==> config.mk <==
export PLATFORM = sky130hd
export DESIGN_NAME = rp_top
export DESIGN_NICKNAME = d
export VERILOG_FILES = /design/src/hw/rp_pkg.sv /design/src/hw/sys_bus_if.sv /design/src/hw/sys_bus_decoder.sv /design/src/hw/hk_regs.sv /design/src/hw/pwm_cfg_regs.sv /design/src/hw/pwm_gen.sv /design/src/hw/rp_top.sv
export VERILOG_INCLUDE_DIRS = /design/src /design/src/include
export SDC_FILE = /design/constraint.sdc
export NUM_CORES = 1
export LEC_CHECK = 0
export BUFFER_PORTS_ARGS = -buffer_cell sky130_fd_sc_hd__buf_2
export CORE_UTILIZATION = 60
export DETAILED_ROUTE_END_ITERATION = 10
export PLACE_DENSITY = 0.78
export SLEW_MARGIN = 5
export SYNTH_ARGS = -nofsm -noshare
export SYNTH_HDL_FRONTEND = slang
export SYNTH_SLANG_ARGS = --single-unit
==> constraint.sdc <==
create_clock -name adc_clk -period 9.1 [get_ports adc_clk]
set_input_delay 0.455 -clock adc_clk [delete_from_list [all_inputs] [get_ports adc_clk]]
set_output_delay 0.455 -clock adc_clk [all_outputs]
set_load 0.02 [all_outputs]
==> src/include/rp_cfg.svh <==
`ifndef RP_CFG_SVH
`define RP_CFG_SVH

// system bus geometry
`define RP_WORD_W        32            // address and data width
`define RP_REGION_W      3             // eight regions
`define RP_REGION_LSB    20            // region field sits at addr[22:20]
`define RP_OFFSET_W      20            // offset inside one region

// housekeeping block
`define RP_HK_ID         32'h5250_0001 // read-only board id
`define RP_HK_ID_OFS     20'h00000
`define RP_HK_LED_OFS    20'h00030
`define RP_LED_W         8

// pwm configuration block, four words from 0x20
`define RP_PWM_OFS_BASE  20'h00020
`define RP_PWM_CH        4
`define RP_PWM_CFG_W     24            // duty in 23:16, dither in 15:0
`define RP_PWM_DUTY_W    8
`define RP_PWM_DITHER_W  16

// pwm timing
`define RP_PWM_CNT_W     8             // period counter width
`define RP_PWM_IDX_W     4             // dither index, 16 periods per frame
`define RP_PWM_PERIOD    (1 << `RP_PWM_CNT_W)

`endif

==> src/hw/rp_pkg.sv <==
`include "rp_cfg.svh"

package rp_pkg;

  // one word on the system bus, used for both address and data
  typedef logic [`RP_WORD_W-1:0] bus_word_t;

  // region select from addr[22:20]
  // only HK and AMS are populated, the rest answer as empty slots
  typedef enum logic [`RP_REGION_W-1:0] {
    HK    = 3'd0,  // housekeeping
    SCOPE = 3'd1,  // empty
    ASG   = 3'd2,  // empty
    DSP   = 3'd3,  // empty
    AMS   = 3'd4,  // pwm configuration
    FREE5 = 3'd5,
    FREE6 = 3'd6,
    FREE7 = 3'd7
  } region_e;

endpackage

==> src/hw/sys_bus_if.sv <==
`timescale 1ns/1ps

// one slave port of the system bus
interface sys_bus_if;
  import rp_pkg::*;

  bus_word_t addr;   // full address, slave decodes its own offset
  bus_word_t wdata;  // write data, full word
  logic      wen;    // single-cycle write strobe
  logic      ren;    // single-cycle read strobe
  bus_word_t rdata;  // valid in the ack cycle of a read
  logic      ack;    // one cycle after the strobe
  logic      err;    // valid with ack only

  // decoder side
  modport master (
    output addr,
    output wdata,
    output wen,
    output ren,
    input  rdata,
    input  ack,
    input  err
  );

  // register block side
  modport slave (
    input  addr,
    input  wdata,
    input  wen,
    input  ren,
    output rdata,
    output ack,
    output err
  );

endinterface

==> src/hw/sys_bus_decoder.sv <==
`timescale 1ns/1ps
`include "rp_cfg.svh"

module sys_bus_decoder (
  input  logic              adc_clk,
  input  logic              rst_i,
  // outside master
  input  rp_pkg::bus_word_t sys_addr_i,
  input  rp_pkg::bus_word_t sys_wdata_i,
  input  logic              sys_wen_i,
  input  logic              sys_ren_i,
  output rp_pkg::bus_word_t sys_rdata_o,
  output logic              sys_ack_o,
  output logic              sys_err_o,
  // populated slaves
  sys_bus_if.master         hk_bus,
  sys_bus_if.master         pwm_bus
);
  import rp_pkg::*;

  region_e region;     // decoded region of the current address
  logic    empty_hit;  // address falls in an unpopulated slot
  logic    empty_ack;  // registered answer for empty slots

  //////////////////////////////////////////////////////////////////////
  // region decode and strobe steering
  //////////////////////////////////////////////////////////////////////

  assign region    = region_e'(sys_addr_i[`RP_REGION_LSB +: `RP_REGION_W]);
  assign empty_hit = (region != HK) && (region != AMS);

  // address and data fan out to both slaves
  assign hk_bus.addr   = sys_addr_i;
  assign hk_bus.wdata  = sys_wdata_i;
  assign pwm_bus.addr  = sys_addr_i;
  assign pwm_bus.wdata = sys_wdata_i;

  // strobes only reach the addressed slave
  assign hk_bus.wen  = sys_wen_i && (region == HK);
  assign hk_bus.ren  = sys_ren_i && (region == HK);
  assign pwm_bus.wen = sys_wen_i && (region == AMS);
  assign pwm_bus.ren = sys_ren_i && (region == AMS);

  //////////////////////////////////////////////////////////////////////
  // empty slots
  //////////////////////////////////////////////////////////////////////

  // same one-cycle latency as the real slaves
  always_ff @(posedge adc_clk)
  begin
    if (rst_i)
    begin
      empty_ack <= 1'b0;
    end
    else
    begin
      empty_ack <= (sys_wen_i || sys_ren_i) && empty_hit;
    end
  end

  //////////////////////////////////////////////////////////////////////
  // response multiplexer
  //////////////////////////////////////////////////////////////////////

  // address is held until ack so the region still selects the source
  always_comb
  begin
    case (region)
      HK:
      begin
        sys_rdata_o = hk_bus.rdata;
        sys_ack_o   = hk_bus.ack;
        sys_err_o   = hk_bus.err;
      end
      AMS:
      begin
        sys_rdata_o = pwm_bus.rdata;
        sys_ack_o   = pwm_bus.ack;
        sys_err_o   = pwm_bus.err;
      end
      default:
      begin
        sys_rdata_o = '0;         // empty slot reads zero
        sys_ack_o   = empty_ack;
        sys_err_o   = 1'b0;       // never an error
      end
    endcase
  end

endmodule

==> src/hw/hk_regs.sv <==
`timescale 1ns/1ps
`include "rp_cfg.svh"

module hk_regs (
  input  logic                 adc_clk,
  input  logic                 rst_i,
  sys_bus_if.slave             bus,
  output logic [`RP_LED_W-1:0] led_o
);
  import rp_pkg::*;

  logic [`RP_OFFSET_W-1:0] ofs;      // offset inside region 0
  logic [`RP_LED_W-1:0]    led_q;
  bus_word_t               rdata_q;
  logic                    ack_q;
  logic                    err_q;

  assign ofs = bus.addr[`RP_OFFSET_W-1:0];

  //////////////////////////////////////////////////////////////////////
  // register access, answered one cycle after the strobe
  //////////////////////////////////////////////////////////////////////

  always_ff @(posedge adc_clk)
  begin
    if (rst_i)
    begin
      led_q   <= '0;
      rdata_q <= '0;
      ack_q   <= 1'b0;
      err_q   <= 1'b0;
    end
    else
    begin
      ack_q   <= bus.wen || bus.ren;
      err_q   <= 1'b0;
      rdata_q <= '0;                  // zero unless a good read
      if (bus.wen)
      begin
        case (ofs)
          `RP_HK_LED_OFS: led_q <= bus.wdata[`RP_LED_W-1:0];
          default:        err_q <= 1'b1;  // id is read-only, rest unmapped
        endcase
      end
      else if (bus.ren)
      begin
        case (ofs)
          `RP_HK_ID_OFS:  rdata_q <= `RP_HK_ID;
          `RP_HK_LED_OFS: rdata_q <= {{(`RP_WORD_W-`RP_LED_W){1'b0}}, led_q};
          default:        err_q   <= 1'b1;
        endcase
      end
    end
  end

  assign bus.rdata = rdata_q;
  assign bus.ack   = ack_q;
  assign bus.err   = err_q;
  assign led_o     = led_q;  // straight from the register

endmodule

==> src/hw/pwm_cfg_regs.sv <==
`timescale 1ns/1ps
`include "rp_cfg.svh"

module pwm_cfg_regs (
  input  logic                     adc_clk,
  input  logic                     rst_i,
  sys_bus_if.slave                 bus,
  output logic [`RP_PWM_CFG_W-1:0] cfg_o [`RP_PWM_CH]
);
  import rp_pkg::*;

  localparam int IDX_W = $clog2(`RP_PWM_CH);
  // bytes covered by the word array
  localparam logic [`RP_OFFSET_W-1:0] PWM_SPAN = `RP_OFFSET_W'(`RP_PWM_CH * 4);

  logic [`RP_OFFSET_W-1:0]  ofs;                // offset inside region 4
  logic [`RP_OFFSET_W-1:0]  rel;                // offset from first pwm word
  logic                     hit;                // aligned and inside the array
  logic [IDX_W-1:0]         idx;                // channel number
  logic [`RP_PWM_CFG_W-1:0] cfg_q [`RP_PWM_CH];
  bus_word_t                rdata_q;
  logic                     ack_q;
  logic                     err_q;

  //////////////////////////////////////////////////////////////////////
  // offset decode
  //////////////////////////////////////////////////////////////////////

  assign ofs = bus.addr[`RP_OFFSET_W-1:0];
  assign rel = ofs - `RP_PWM_OFS_BASE;         // wraps high below the base
  assign hit = (rel < PWM_SPAN) && (rel[1:0] == 2'b00);
  assign idx = rel[2 +: IDX_W];

  //////////////////////////////////////////////////////////////////////
  // register access
  //////////////////////////////////////////////////////////////////////

  always_ff @(posedge adc_clk)
  begin
    if (rst_i)
    begin
      for (int i = 0; i < `RP_PWM_CH; i++)
      begin
        cfg_q[i] <= '0;  // all channels start dark
      end
      rdata_q <= '0;
      ack_q   <= 1'b0;
      err_q   <= 1'b0;
    end
    else
    begin
      ack_q   <= bus.wen || bus.ren;
      err_q   <= (bus.wen || bus.ren) && !hit;  // unmapped offset
      rdata_q <= '0;
      if (bus.wen && hit)
      begin
        cfg_q[idx] <= bus.wdata[`RP_PWM_CFG_W-1:0];  // upper byte dropped
      end
      if (bus.ren && hit)
      begin
        rdata_q <= {{(`RP_WORD_W-`RP_PWM_CFG_W){1'b0}}, cfg_q[idx]};
      end
    end
  end

  assign bus.rdata = rdata_q;
  assign bus.ack   = ack_q;
  assign bus.err   = err_q;
  assign cfg_o     = cfg_q;

endmodule

==> src/hw/pwm_gen.sv <==
`timescale 1ns/1ps
`include "rp_cfg.svh"

module pwm_gen (
  input  logic                     adc_clk,
  input  logic                     rst_i,
  input  logic [`RP_PWM_CFG_W-1:0] cfg_i,  // duty 23:16, dither 15:0
  output logic                     pwm_o
);

  logic [`RP_PWM_CNT_W-1:0]    cnt;       // position in the 256 cycle period
  logic [`RP_PWM_IDX_W-1:0]    idx;       // period within the 16 period frame
  logic [`RP_PWM_DUTY_W-1:0]   duty_q;    // latched at period start
  logic [`RP_PWM_DITHER_W-1:0] dither_q;
  logic [`RP_PWM_DUTY_W:0]     thr;       // one extra bit for 255 + 1
  logic                        pwm_q;

  // current threshold, duty plus this period's dither bit
  assign thr = {1'b0, duty_q} + (`RP_PWM_DUTY_W+1)'(dither_q[idx]);

  //////////////////////////////////////////////////////////////////////
  // period counter and configuration latch
  //////////////////////////////////////////////////////////////////////

  always_ff @(posedge adc_clk)
  begin
    if (rst_i)
    begin
      cnt      <= '0;
      idx      <= '0;
      duty_q   <= '0;
      dither_q <= '0;
    end
    else
    begin
      cnt <= cnt + 1'b1;                // wraps at 256
      if (cnt == '0)
      begin
        // new word only takes effect on a period boundary
        duty_q   <= cfg_i[`RP_PWM_CFG_W-1 -: `RP_PWM_DUTY_W];
        dither_q <= cfg_i[`RP_PWM_DITHER_W-1:0];
        idx      <= idx + 1'b1;         // wraps every 16 periods
      end
    end
  end

  //////////////////////////////////////////////////////////////////////
  // comparator, registered output
  //////////////////////////////////////////////////////////////////////

  // each counter value is visited once per index over a frame
  // so a frame totals 16 * duty plus the ones in dither
  always_ff @(posedge adc_clk)
  begin
    if (rst_i)
    begin
      pwm_q <= 1'b0;
    end
    else
    begin
      pwm_q <= ({1'b0, cnt} < thr);
    end
  end

  assign pwm_o = pwm_q;

endmodule

==> src/hw/rp_top.sv <==
`timescale 1ns/1ps
`include "rp_cfg.svh"

module rp_top (
  input  logic                 adc_clk,
  input  logic                 rst_i,
  // system bus from the outside master
  input  rp_pkg::bus_word_t    sys_addr_i,
  input  rp_pkg::bus_word_t    sys_wdata_i,
  input  logic                 sys_wen_i,
  input  logic                 sys_ren_i,
  output rp_pkg::bus_word_t    sys_rdata_o,
  output logic                 sys_ack_o,
  output logic                 sys_err_o,
  // board pins
  output logic [`RP_LED_W-1:0] led_o,
  output logic [`RP_PWM_CH-1:0] dac_pwm_o   // slow pwm dac
);

  logic [`RP_PWM_CFG_W-1:0] pwm_cfg [`RP_PWM_CH];  // one word per channel

  sys_bus_if hk_bus ();   // region 0
  sys_bus_if pwm_bus ();  // region 4

  //////////////////////////////////////////////////////////////////////
  // bus decode
  //////////////////////////////////////////////////////////////////////

  sys_bus_decoder u_dec (
    .adc_clk     (adc_clk),
    .rst_i       (rst_i),
    .sys_addr_i  (sys_addr_i),
    .sys_wdata_i (sys_wdata_i),
    .sys_wen_i   (sys_wen_i),
    .sys_ren_i   (sys_ren_i),
    .sys_rdata_o (sys_rdata_o),
    .sys_ack_o   (sys_ack_o),
    .sys_err_o   (sys_err_o),
    .hk_bus      (hk_bus.master),
    .pwm_bus     (pwm_bus.master)
  );

  //////////////////////////////////////////////////////////////////////
  // register blocks
  //////////////////////////////////////////////////////////////////////

  hk_regs u_hk (
    .adc_clk (adc_clk),
    .rst_i   (rst_i),
    .bus     (hk_bus.slave),
    .led_o   (led_o)
  );

  pwm_cfg_regs u_pwm_cfg (
    .adc_clk (adc_clk),
    .rst_i   (rst_i),
    .bus     (pwm_bus.slave),
    .cfg_o   (pwm_cfg)
  );

  //////////////////////////////////////////////////////////////////////
  // pwm channels, all on adc_clk
  //////////////////////////////////////////////////////////////////////

  for (genvar g = 0; g < `RP_PWM_CH; g++)
  begin : g_pwm
    pwm_gen u_pwm (
      .adc_clk (adc_clk),
      .rst_i   (rst_i),
      .cfg_i   (pwm_cfg[g]),
      .pwm_o   (dac_pwm_o[g])  // straight to the pin
    );
  end

endmodule

* Yosys cells after proc, flatten, opt, wreduce, memory -nomap -nowiden
Cells that the tools add are included.
Storage, ports and cells: flip-flop bits (word level) 321, input bits 68, word-level logic and storage cells 112
Cells by class: add/sub/neg operators 13, order comparisons 11, equality and inequality tests 3, mux-type cells 22, bitwise logic cells 3, reduce and logical (&&, ||, !) cells 27
Operators with widths (count):
- $bwmux W96 | 1
- $mux W24 | 3
- $pmux W32 S2 | 1
- $pmux W31 S2 | 1
- $bmux W24 S2 | 1
- $demux W24 S2 | 1
- $add A8 B1 Y9 | 4
- $lt A8 B9 Y1 | 4
- $add A8 B1 Y8 const B | 4
- $logic_not A8 Y1 | 4
- $eq A20 B6 Y1 const B | 1
- $logic_not A20 Y1 | 1
- $lt A20 B5 Y1 const B | 1
- $lt A4 B5 Y1 const B | 4
- $sub A20 B6 Y20 const B | 1
- $add A4 B1 Y4 const B | 4
- $bmux W1 S4 | 4
- $logic_and A1 B1 Y1 | 11
- $mux W1 | 8
- $pmux W1 S2 | 2
- $reduce_or A2 Y1 | 2
- $eq A3 B3 Y1 const B | 1
- $ge A3 B3 Y1 const B | 1
- $logic_not A3 Y1 | 1
- other kinds (10) | 13

* Logic depth before layout (Yosys ltp)
Gate-level depths: netlist (run 1).
depth after elaboration 7, gate-level depth with buffers 12, depth with buffers taken out 11

* Cells and area by module
From an unflattened synthesis (run 1), not the netlist that was laid out.
Second synthesis, totals: cells, all modules 1623, area, all modules 15252.1 sq um
By module, submodules not included:
- pwm_gen | times used 4, cells each 210, area each 1824.2 sq um
- pwm_cfg_regs | times used 1, cells each 468, area each 5436.5 sq um
- sys_bus_decoder | times used 1, cells each 214, area each 1630.3 sq um
- hk_regs | times used 1, cells each 101, area each 888.4 sq um

* Least setup slack after synthesis (run 1)
No wires, ideal clock.
kind register to register, from register g_pwm[0].u_pwm.idx[0], to register g_pwm[0].u_pwm.pwm_q, library setup time 70 ps, arrival 2990 ps, setup slack 6040 ps, stages on the path, launching flop included 13, path buffers 1, clock period less this slack 3060 ps, path through dfxtp_1 > clkbuf_1 > mux4_2 > mux4_2 > ha_1 > ha_1 > nand2_1 > nor2_1 > xnor2_1 > ha_1 > a211oi_1 > o21ai_0 > a21oi_1
Between the ends: longest elaborated chain between the ends 4
RTL lines:
- start: declaration | line pwm_gen.sv:12 | logic [`RP_PWM_IDX_W-1:0] idx;
- start signal: assignment | line pwm_gen.sv:42 | idx <= idx + 1'b1;
- $bmux W1 S4 | line pwm_gen.sv:19 | assign thr = {1'b0, duty_q} + (`RP_PWM_DUTY_W+1)'(dither_q[idx]);
- $mux W1 (not written as such) | line pwm_gen.sv:19
- $add A8 B1 Y9 | line pwm_gen.sv:19
- $lt A8 B9 Y1 | line pwm_gen.sv:61 | pwm_q <= ({1'b0, cnt} < thr);
- end signal: assignment | line pwm_gen.sv:61
- end: declaration | line pwm_gen.sv:16 | logic pwm_q;
No other way between the ends. The select of a mux whose other input is x is not followed. A chain may end at the register's enable or synchronous reset.

* Final worst setup path (run 1)
from register g_pwm[1].u_pwm.idx[0], to register g_pwm[1].u_pwm.pwm_q
Between the ends: longest elaborated chain between the ends 4
RTL lines (line):
- start: declaration | pwm_gen.sv:12
- start signal: assignment | pwm_gen.sv:42
- $bmux W1 S4 | pwm_gen.sv:19
- $mux W1 (not written as such) | pwm_gen.sv:19
- $add A8 B1 Y9 | pwm_gen.sv:19
- $lt A8 B9 Y1 | pwm_gen.sv:61
- end signal: assignment | pwm_gen.sv:61
- end: declaration | pwm_gen.sv:16
No other way between the ends. The select of a mux whose other input is x is not followed.

==> qor.csv, run 1 <==
metric,value,unit
critPathMaxStageDelay,0.61,ns
ant_nets,0,
remaining_drc_errors,0,
dieArea,22700,sq um
cts_resized,0,
port-buffer-count,91,
path_clk_slew,0.06,ns
reg2reg_to,g_pwm[1].u_pwm.pwm_o,
grt_pass1_vias,9171,
synth-seq-area-share,0.439,
die_w,151,um
worstPathRequired,9.57,ns
synth_edf_count,0,
ctsLongestPathBuffers,3,
ir_worst_vdd,0.000203,V
worstPathCellList,mux4_2 > mux4_2 > ha_1 > ha_1 > inv_1 > ha_1 > a21o_1 > a211oi_1 > o21ai_0 > a21oi_1,
fmax,305,MHz
topRoutingLayerUsed,met4,
wl_per_cell,17.3,um
yosysTopAreaCell,dfxtp_1,
grt_pass1_wl,47300,um
crit_end,g_pwm[1].u_pwm.pwm_o,
r2r_cells,10,
m1WireLength,13100,um
clk_latency,0.55,ns
cp.arrival,3.75,ns
cts_tree,built,
antenna_found_initial,0,
cp_slowest_cell,dfxtp_1,
rows,53,
slew_violations,0,
fill_cells,1657,
path_delay_family,multiplexers,
num_vias,9716,
path_class,reg2reg,
fin_setup_tns,0,ns
drive_above_1_share,0.138,
synth_warnings,0,
drtIter0Drc,565,
min-delay-path-class,in2reg,
syn_avg_cell_area,9.63,sq um
drv_cap,0,
placement.setup.worst_slack,5.60,ns
finish.utilization,0.689,
hold_violations,0,
ys_types,46,
grt_overflow_total,0,
crit_top_cell,ha_1,
nNetsFinal,1534,
synthFlopType,dfxtp_1,
num_io_pins,114,
endpoint_kind,flip-flop,
synth_cells,1374,
synth_seq_cells,290,
antenna_cells,0,
routed-wl-met3,1580,um
globalplace.congestion,0.864,
final.setup.worst_slack,5.82,ns
grtUsageTotal,0.264,
die_h,151,um
yosysTopAreaCellShare,0.439,
core_area,21400,sq um
powerDensity,189,nW/um^2
areaGrowthSynthToFinish,11.1,%
ys_top_cells_by_area,"dfxtp_1 (44%), mux2i_1 (8.6%), mux4_2 (7.5%)",
cp-start-kind,flip-flop,
hpwl,19500,um
cts_setup_buffers,0,
worst_slew_pin_slew,1.07,ns
numClockSinks,290,
crit_fanout,7,
route.met2.wl,14400,um
worstSetupStartpoint,g_pwm[1].u_pwm.idx[0],
finalSetupViolations,0,
synth_area,13200,sq um
reg2reg_from,g_pwm[1].u_pwm.idx[0],
cp.depth,10,
critPathBufInv,1,
slew_headroom,0.285,
wl,29600,um
htree_num_levels,1,
skew,0.0127,ns
grt_max_degree,114,
cts_root_buf,clkbuf_16,
p_leak,6.01,nW
initial_utilization,0.620,
viasPerCell,5.67,
cts_made_buffers,30,
async_flop_share,0,
outcome,"complete, no violations",
ys_top_cells_by_count,"dfxtp_1 (290), nand2_1 (218), nand2b_1 (125), mux2i_1 (114), a21oi_1 (104)",
synth_most_common_cell,dfxtp_1,
rsz0062_at_grt,false,
ctsHoldBuffers,0,
period_minus_slack,3.28,ns
finalCritPeriodShare,0.361,
dr.pass1.iters,5,
r2r_setup_slack,5.82,ns
## sequential cells by signal, indices dropped and copies added, names as in the netlist, 4 cells and up
register              count
u_hk.bus.rdata            9
g_pwm.u_pwm.pwm_o         4
u_pwm_cfg.cfg_o          96
u_hk.led_o                8
u_pwm_cfg.bus.rdata      24
g_pwm.u_pwm.cnt          32
g_pwm.u_pwm.dither_q     64
g_pwm.u_pwm.duty_q       32
g_pwm.u_pwm.idx          16
## layout by cell type (no fill, tap or decap), types with 15 or more instances in the layout
master | netlist | layout
xnor2_1 | 25 | 25
buf_2 | 1 | 90
nor2_1 | 77 | 77
mux2i_1 | 114 | 114
nand2b_1 | 125 | 125
a21oi_1 | 104 | 104
nor2b_1 | 15 | 15
and3_1 | 24 | 24
nand3_1 | 36 | 36
mux4_2 | 44 | 44
ha_1 | 49 | 49
dfxtp_1 | 290 | 290
xor2_1 | 37 | 37
nand2_1 | 218 | 218
clkbuf_16 | 0 | 31
## how the worst min path moves through the flow
stage | start | endpoint | slack [ns] | cells after the start
after floorplan | g_pwm[0].u_pwm.cnt[0] | g_pwm[0].u_pwm.cnt[0] | 0.43 | 1
after global placement | g_pwm[2].u_pwm.dither_q[12] | g_pwm[2].u_pwm.dither_q[12] | 0.44 | 2
after detailed placement | g_pwm[2].u_pwm.dither_q[3] | g_pwm[2].u_pwm.dither_q[3] | 0.45 | 2
after CTS | sys_wdata_i[3] | u_hk.led_o[3] | 0.16 | 3
after global routing | sys_wdata_i[3] | u_hk.led_o[3] | 0.17 | 3
final | sys_wdata_i[3] | u_hk.led_o[3] | 0.17 | 3
## report_power, final
group | internal [mW] | total, mW | switching (mW) | leakage, nW
Sequential | 1.28 | 1.31 | 0.0270 | 2.34
Combinational | 0.0635 | 0.178 | 0.114 | 3.15
Clock | 0.796 | 1.29 | 0.497 | 0.521
Total | 2.14 | 2.78 | 0.638 | 6.01
## cells by family (layout without fill, tap and decap cells)
family | Yosys count | in the layout | share of synthesized area
compound gates | 141 | 141 | 0.0597
simple gates | 568 | 568 | 0.214
mux | 158 | 158 | 0.161
buf+inv | 105 | 166 | 0.0389
fa+ha+maj | 49 | 49 | 0.0463
other cells | 1 | 5 | 0.000283
flops | 290 | 290 | 0.439
xor+xnor | 62 | 62 | 0.0410
## stage by stage
| step | power (mW) | cell area (sq um) | cells | hold WS [ns] |
|---|---|---|---|---|
| floorplan | 1.47 | 13300 | 1378 | 0.433 |
| global placement | 1.51 | 13600 | 1660 | 0.439 |
| detailed placement | 1.52 | 13600 | 1660 | 0.446 |
| CTS | 2.79 | 14700 | 1714 | 0.162 |
| global route | 2.87 | 14700 | 1714 | 0.171 |
| finish | 2.78 | 14700 | 1714 | 0.170 |
## tightest hold or removal path: stages
cell,delay (ns)
buf_2,0.09
mux2i_1,0.06
nor2_1,0.07
## area by class of cell
class                           count  area, sq um  area share
Timing Repair Buffer               98          514      0.0350
Tap cell                          275          344      0.0234
Clock buffer                       43          901      0.0613
Sequential cell                   290         5810       0.395
Inverter                           14         52.6     0.00357
Clock inverter                     11          160      0.0109
Multi-Input combinational cell    983         6930       0.471
## metal layers
metal	GRT usage	up-vias
li1	-	4749
met1	0.353	4679
met2	0.448	250
met3	0.0388	38
met4	0.0631	0
met5	0	-
(Power assumes the default switching activity.)
==> inputs of run 2 (changes only) <==
--- a/config.mk
+++ b/config.mk
@@ -6,10 +6,11 @@
 export SDC_FILE = /design/constraint.sdc
 export NUM_CORES = 1
 export LEC_CHECK = 0
+export ABC_AREA = 1
 export BUFFER_PORTS_ARGS = -buffer_cell sky130_fd_sc_hd__buf_2
-export CORE_UTILIZATION = 60
+export CORE_UTILIZATION = 54
 export DETAILED_ROUTE_END_ITERATION = 10
-export PLACE_DENSITY = 0.78
+export PLACE_DENSITY = 0.74
 export SLEW_MARGIN = 5
 export SYNTH_ARGS = -nofsm -noshare
 export SYNTH_HDL_FRONTEND = slang
==> constraint.sdc (replaced) <==
create_clock -name adc_clk -period 2.9 [get_ports adc_clk]
set_input_delay 0.145 -clock adc_clk [delete_from_list [all_inputs] [get_ports adc_clk]]
set_output_delay 0.145 -clock adc_clk [all_outputs]
set_load 0.02 [all_outputs]
==> run 2 against run 1 <==
Core utilization is 4.9 points lower. Count of clock-buffer cells in the layout is 2 lower. Via count is 20% higher. First-iteration DRC count is 66% higher. Combinational power grew to 6.0 times the previous value. Critical path type unchanged. Routed wire length is 12% higher. Critical path depth is 7 higher. Critical endpoint is now g_pwm[2].u_pwm.pwm_o. Non-clock buffer count is 47 higher. Worst setup slack worse by 5.8 ns.
==> qor.csv, run 2 <==
metric,value,unit
viasPerCell,5.26,
grt_pass1_vias,10582,
use_met1,0.358,
num_vias,11655,
worst_slew_pin_slew,1.19,ns
drv_cap,0,
remaining_drc_errors,0,
numClockSinks,290,
grtUsageTotal,0.264,
final_cell_mix,"nor2_1 (342), nand2_1 (289), dfxtp_1 (282), inv_1 (197), o21ai_0 (145)",
drtIter0Drc,940,
rsz0062_at_grt,true,
async_flop_share,0,
fin_setup_tns,0,ns
nNetsFinal,1990,
yosysTopAreaCell,dfxtp_1,
synth_most_common_cell,nor2_1,
finish.utilization,0.640,
cts_tree,built,
hpwl,22500,um
areaGrowthSynthToFinish,14.8,%
grt_max_degree,161,
synth_warnings,0,
ys_types,41,
synth_edf_count,0,
ys_top_cells_by_count,"nor2_1 (349), nand2_1 (291), dfxtp_1 (290), inv_1 (202), o21ai_0 (150)",
synth_mux_area_frac,0.00907,
antenna_cells,0,
cp-start-kind,flip-flop,
wl,33200,um
finalSetupViolations,0,
use_met2,0.435,
yosys.area_share.xor_xnor,0.0185,
ant_nets,0,
cts_made_buffers,29,
dieArea,25100,sq um
synth_area,13200,sq um
initial_utilization,0.557,
synth-compound-area-share,0.161,
grt_pass1_wl,52600,um
period_minus_slack,2.88,ns
worstPathRequired,3.38,ns
fill_cells,2037,
layout_commonest_cell,nor2_1,
drive_above_1_share,0.120,
cts_root_buf,clkbuf_16,
antenna_found_initial,0,
finalCritPeriodShare,0.991,
p_leak,6.77,nW
grt_overflow_total,0,
path_clk_slew,0.06,ns
yosys.area_share.simple,0.227,
die_h,159,um
yosysTopAreaCellShare,0.439,
rows,56,
ctsLongestPathBuffers,3,
ir_worst_vdd,0.000418,V
port-buffer-count,91,
outcome,"complete, no violations",
slew_violations,0,
clk_latency,0.56,ns
ys_top_cells_by_area,"dfxtp_1 (44%), nor2_1 (9.9%), nand2_1 (8.3%)",
skew,0.0247,ns
wl_per_cell,15.0,um
core_area,23800,sq um
num_io_pins,114,
top_usage_layer,met2,
min-delay-path-class,in2reg,
synth-seq-area-share,0.439,
endpoint_kind,flip-flop,
globalRouteMet3Util,0.0376,
synth_cells,1794,
path_class,reg2reg,
fmax,348,MHz
synth_fa_ha_area_frac,0.0463,
cp.arrival,3.36,ns
synth_seq_cells,290,
crit_fanout,6,
largest_reg_flops,96,
powerDensity,603,nW/um^2
die_w,159,um
synth_top_family_by_area,simple AND/OR/NAND/NOR gates,
globalplace.congestion,0.869,
htree_num_levels,1,
hold_violations,0,
dr.pass1.iters,5,
synthFlopType,dfxtp_1,
syn_avg_cell_area,7.38,sq um
slew_headroom,0.204,
-- run 2: cell types whose count changed in the layout (fill, tap and decap cells not counted), sizes merged, moves of 22 or more --
cell,before,now
a221oi,0,24
inv,14,204
and3,24,2
mux4,44,0
nand2b,125,0
o22ai,0,25
mux2i,114,12
nand2,218,294
dlygate4sd3,0,28
o21ai,5,150
nor2,77,359
a21oi,104,140
-- run 2: metal layers --
| layer | part of all wire | vias to the layer above |
|---|---|---|
| met2 | 0.46 | 271 |
| met1 | 0.45 | 5375 |
| li1 | - | 5949 |
| met3 | 0.060 | 60 |
| met4 | 0.027 | 0 |
| met5 | 0 | - |
-- run 2: worst paths after layout --
path	start	endpoint	slack, ns	cells after the start
hold reg to reg	u_hk.led_o[5]	u_hk.bus.rdata[5]	0.45	2
setup / recovery	g_pwm[2].u_pwm.idx[0]	g_pwm[2].u_pwm.pwm_o	0.02	17
setup reg to reg	g_pwm[2].u_pwm.idx[0]	g_pwm[2].u_pwm.pwm_o	0.02	17
hold / removal	sys_wen_i	u_dec.empty_ack	0.01	3
-- run 2: cell families after synthesis --
| logic type | Yosys count |
|---|---|
| compound gates | 377 |
| flops | 290 |
| fa+ha+maj | 49 |
| other cells | 1 |
| mux | 12 |
| xor+xnor | 28 |
| buf+inv | 305 |
| simple gates | 732 |
-- run 2: what timing repair did --
| item | 4_1_cts | 5_1_grt |
|---|---|---|
| pin swaps | 0 | 19 |
| gates cloned | 0 | 0 |
| endpoints found under the setup margin | 3 | 4 |
| resized for setup | 4 | 53 |
| buffers inserted | 0 | 6 |
| hold buffers | 28 | 0 |
| hold endpoints to repair | 108 | 0 |
-- run 2: per-stage QoR --
step | cells | instance area [sq um] | worst slack (ns) | hold WS [ns] | power, mW
floorplan | 1798 | 13300 | 0.0442 | 0.273 | 5.10
global placement | 2127 | 13700 | 0.0555 | 0.391 | 5.35
detailed placement | 2127 | 13700 | -0.00765 | 0.411 | 5.38
CTS | 2208 | 15000 | 0.0187 | 0.000183 | 9.13
global route | 2214 | 15200 | -0.105 | 0.0388 | 9.53
finish | 2214 | 15200 | 0.0249 | 0.0140 | 9.16
-- run 2: area by class of cell --
cell class | instances | area, sq um | area share
Timing Repair Buffer | 145 | 955 | 0.0628
Clock buffer | 41 | 841 | 0.0553
Multi-Input combinational cell | 1203 | 6270 | 0.413
Clock inverter | 12 | 121 | 0.00799
Sequential cell | 290 | 5830 | 0.383
Tap cell | 319 | 399 | 0.0263
Inverter | 204 | 777 | 0.0511
-- run 2: power by group --
group          switching (mW)  total (mW)  internal [mW]  leakage, nW
Clock                    1.54        3.74           2.19        0.470
Sequential              0.179        4.37           4.19         2.36
Combinational           0.650        1.06          0.406         3.94
-- run 2: critical path: stages (launching register included) --
cell	delay, ns
dfxtp_4	0.39
clkinvlp_4	0.16
nor2_2	0.13
o32ai_2	0.09
o211ai_1	0.19
nand2_1	0.13
ha_4	0.19
ha_4	0.16
and3_4	0.19
xnor2_2	0.13
ha_1	0.32
buf_4	0.14
a21oi_1	0.16
o31a_1	0.18
nor3_2	0.05
nor2_1	0.07
nand2_1	0.06
nor2_1	0.07
==> inputs of run 3 (changes only) <==
--- a/config.mk
+++ b/config.mk
@@ -8,9 +8,11 @@
 export LEC_CHECK = 0
 export ABC_AREA = 1
 export BUFFER_PORTS_ARGS = -buffer_cell sky130_fd_sc_hd__buf_2
-export CORE_UTILIZATION = 54
+export CELL_PAD_IN_SITES_DETAIL_PLACEMENT = 2
+export CELL_PAD_IN_SITES_GLOBAL_PLACEMENT = 2
+export CORE_UTILIZATION = 35
 export DETAILED_ROUTE_END_ITERATION = 10
-export PLACE_DENSITY = 0.74
+export PLACE_DENSITY = 0.78
 export SLEW_MARGIN = 5
 export SYNTH_ARGS = -nofsm -noshare
 export SYNTH_HDL_FRONTEND = slang
==> constraint.sdc (replaced) <==
create_clock -name adc_clk -period 2.7 [get_ports adc_clk]
set_input_delay 0.135 -clock adc_clk [delete_from_list [all_inputs] [get_ports adc_clk]]
set_output_delay 0.135 -clock adc_clk [all_outputs]
set_load 0.02 [all_outputs]
==> run 3 against run 2 <==
The flow now finishes with violations (negative setup slack). Via count rose by 6.6%. Final area grew 6.4%. Hold slack gained 0.018 ns. Fmax up 4.6%. Global-route usage is 2.1 points lower. Cell count rose by 10%. Total power is 20% higher. Sequential share of layout area down 2.3 points. Largest cell class unchanged.
==> qor.csv, run 3 (synthesized netlist as in run 2, its figures left out) <==
metric,value,unit
dr.pass1.iters,5,
drv_cap,0,
violations,negative setup slack,
final.setup.worst_slack,-0.0499,ns
wl,47100,um
finalCritPeriodShare,1.02,
grt_pass1_vias,13492,
clk_latency,0.52,ns
areaGrowthSynthToFinish,22.1,%
ctsLongestPathBuffers,3,
skew,0.0190,ns
fmax,364,MHz
p_leak,7.12,nW
grt_overflow_total,0,
slew_violations,0,
finish.utilization,0.438,
die_h,196,um
grt_max_degree,130,
num_vias,12429,
cts_tree,built,
cts_made_buffers,36,
cp_slowest_cell,dfxtp_4,
drive_above_1_share,0.153,
nNetsFinal,2025,
hpwl,31400,um
min-delay-path-class,in2reg,
remaining_drc_errors,0,
dp.cells,2338,
endpoint_kind,flip-flop,
initial_utilization,0.359,
worstPathCellList,buf_6 > mux2i_1 > o221ai_1 > o211ai_1 > nand2_1 > ha_4 > ha_4 > and3_4 > xnor2_1 > ha_1 > inv_2 > o31a_1 > nor3_2 > nor2_1 > nand2_1 > nor2_1,
antenna_cells,0,
fin_cells,2436,
period_minus_slack,2.75,ns
cts_root_buf,clkbuf_16,
layout_commonest_cell,nor2_1,
rsz0062_at_grt,true,
cp.arrival,3.13,ns
antenna_found_initial,0,
hold_violations,0,
wl_per_cell,19.3,um
cp-start-kind,flip-flop,
grt_pass1_wl,73800,um
largest_reg_flops,96,
htree_num_levels,2,
final_cell_mix,"nor2_1 (339), nand2_1 (284), dfxtp_1 (282), inv_1 (196), o21ai_0 (139)",
path_class,reg2reg,
ir_worst_vdd,0.000434,V
worstPathRequired,3.08,ns
crit_fanout,4,
rows,70,
globalplace.congestion,0.823,
die_w,196,um
core_area,36900,sq um
finalSetupViolations,1,
powerDensity,683,nW/um^2
dieArea,38600,sq um
port-buffer-count,91,
ant_nets,0,
grtUsageTotal,0.244,
numClockSinks,290,
slew_headroom,0.610,
drtIter0Drc,473,
critPathMaxStageDelay,0.37,ns
path_clk_slew,0.06,ns
outcome,"finished, violations left",
num_io_pins,114,
worst_slew_pin_slew,0.583,ns
viasPerCell,5.10,
-- run 3: critical path, delay by kind of cell (launching register included) --
kind            cells  cell delay (ns)
simple gates        6             0.61
compound gates      3             0.51
buf+inv             2             0.15
flops               1             0.37
mux                 1             0.19
xor+xnor            1             0.12
fa+ha+maj           3             0.66
-- run 3: repair_timing --
item / in CTS / in global routing
hold buffers: 27 / 0
pin swaps: 46 / 41
endpoints found under the hold margin: 75 / 0
setup endpoints to repair: 4 / 4
setup buffers: 9 / 0
resized for setup: 70 / 41
-- run 3: power by group --
part / internal, mW / switching [mW] / total [mW]
sequential: 4.50 / 0.207 / 4.71
clock: 3.07 / 1.91 / 4.98
combinational: 0.516 / 0.832 / 1.35
total: 8.09 / 2.95 / 11.0
-- run 3: metrics by stage --
| step | power [mW] | setup slack, ns | hold WS, ns | instance area [sq um] | setup TNS, ns |
|---|---|---|---|---|---|
| floorplan | 5.48 | 0.000849 | 0.263 | 13300 | 0 |
| global placement | 5.87 | -0.122 | 0.374 | 14200 | -0.298 |
| detailed placement | 5.94 | -0.292 | 0.395 | 14200 | -0.902 |
| CTS | 11.1 | -0.0850 | 0.0151 | 16000 | -0.156 |
| global route | 11.5 | -0.220 | 0.0446 | 16200 | -0.663 |
| finish | 11.0 | -0.0499 | 0.0322 | 16200 | -0.0499 |
-- run 3: final cells by class --
cell class	count	area (sq um)
fill	4163	20700
inverter	204	776
clock buffer	48	1040
sequential	290	5830
timing repair buffer	173	1240
tap	504	631
multi-input combinational	1203	6470
clock inverter	14	173
-- run 3: per-layer routing --
metal  wire length [um]  vias up  track usage
li1                   -     6014            -
met1              21000     6211        0.307
met2              23800      145        0.437
met3               1210       59       0.0281
met4                983        0       0.0671
met5                  0        -            0
-- run 3: worst paths after layout --
path / from / to / slack, ns / depth (start not counted)
min: sys_ren_i / u_hk.bus.rdata[28] / 0.03 / 3
min reg2reg: u_hk.led_o[5] / u_hk.bus.rdata[5] / 0.46 / 2
max reg2reg: g_pwm[2].u_pwm.idx[0] / g_pwm[2].u_pwm.pwm_o / -0.05 / 16
max: g_pwm[2].u_pwm.idx[0] / g_pwm[2].u_pwm.pwm_o / -0.05 / 16
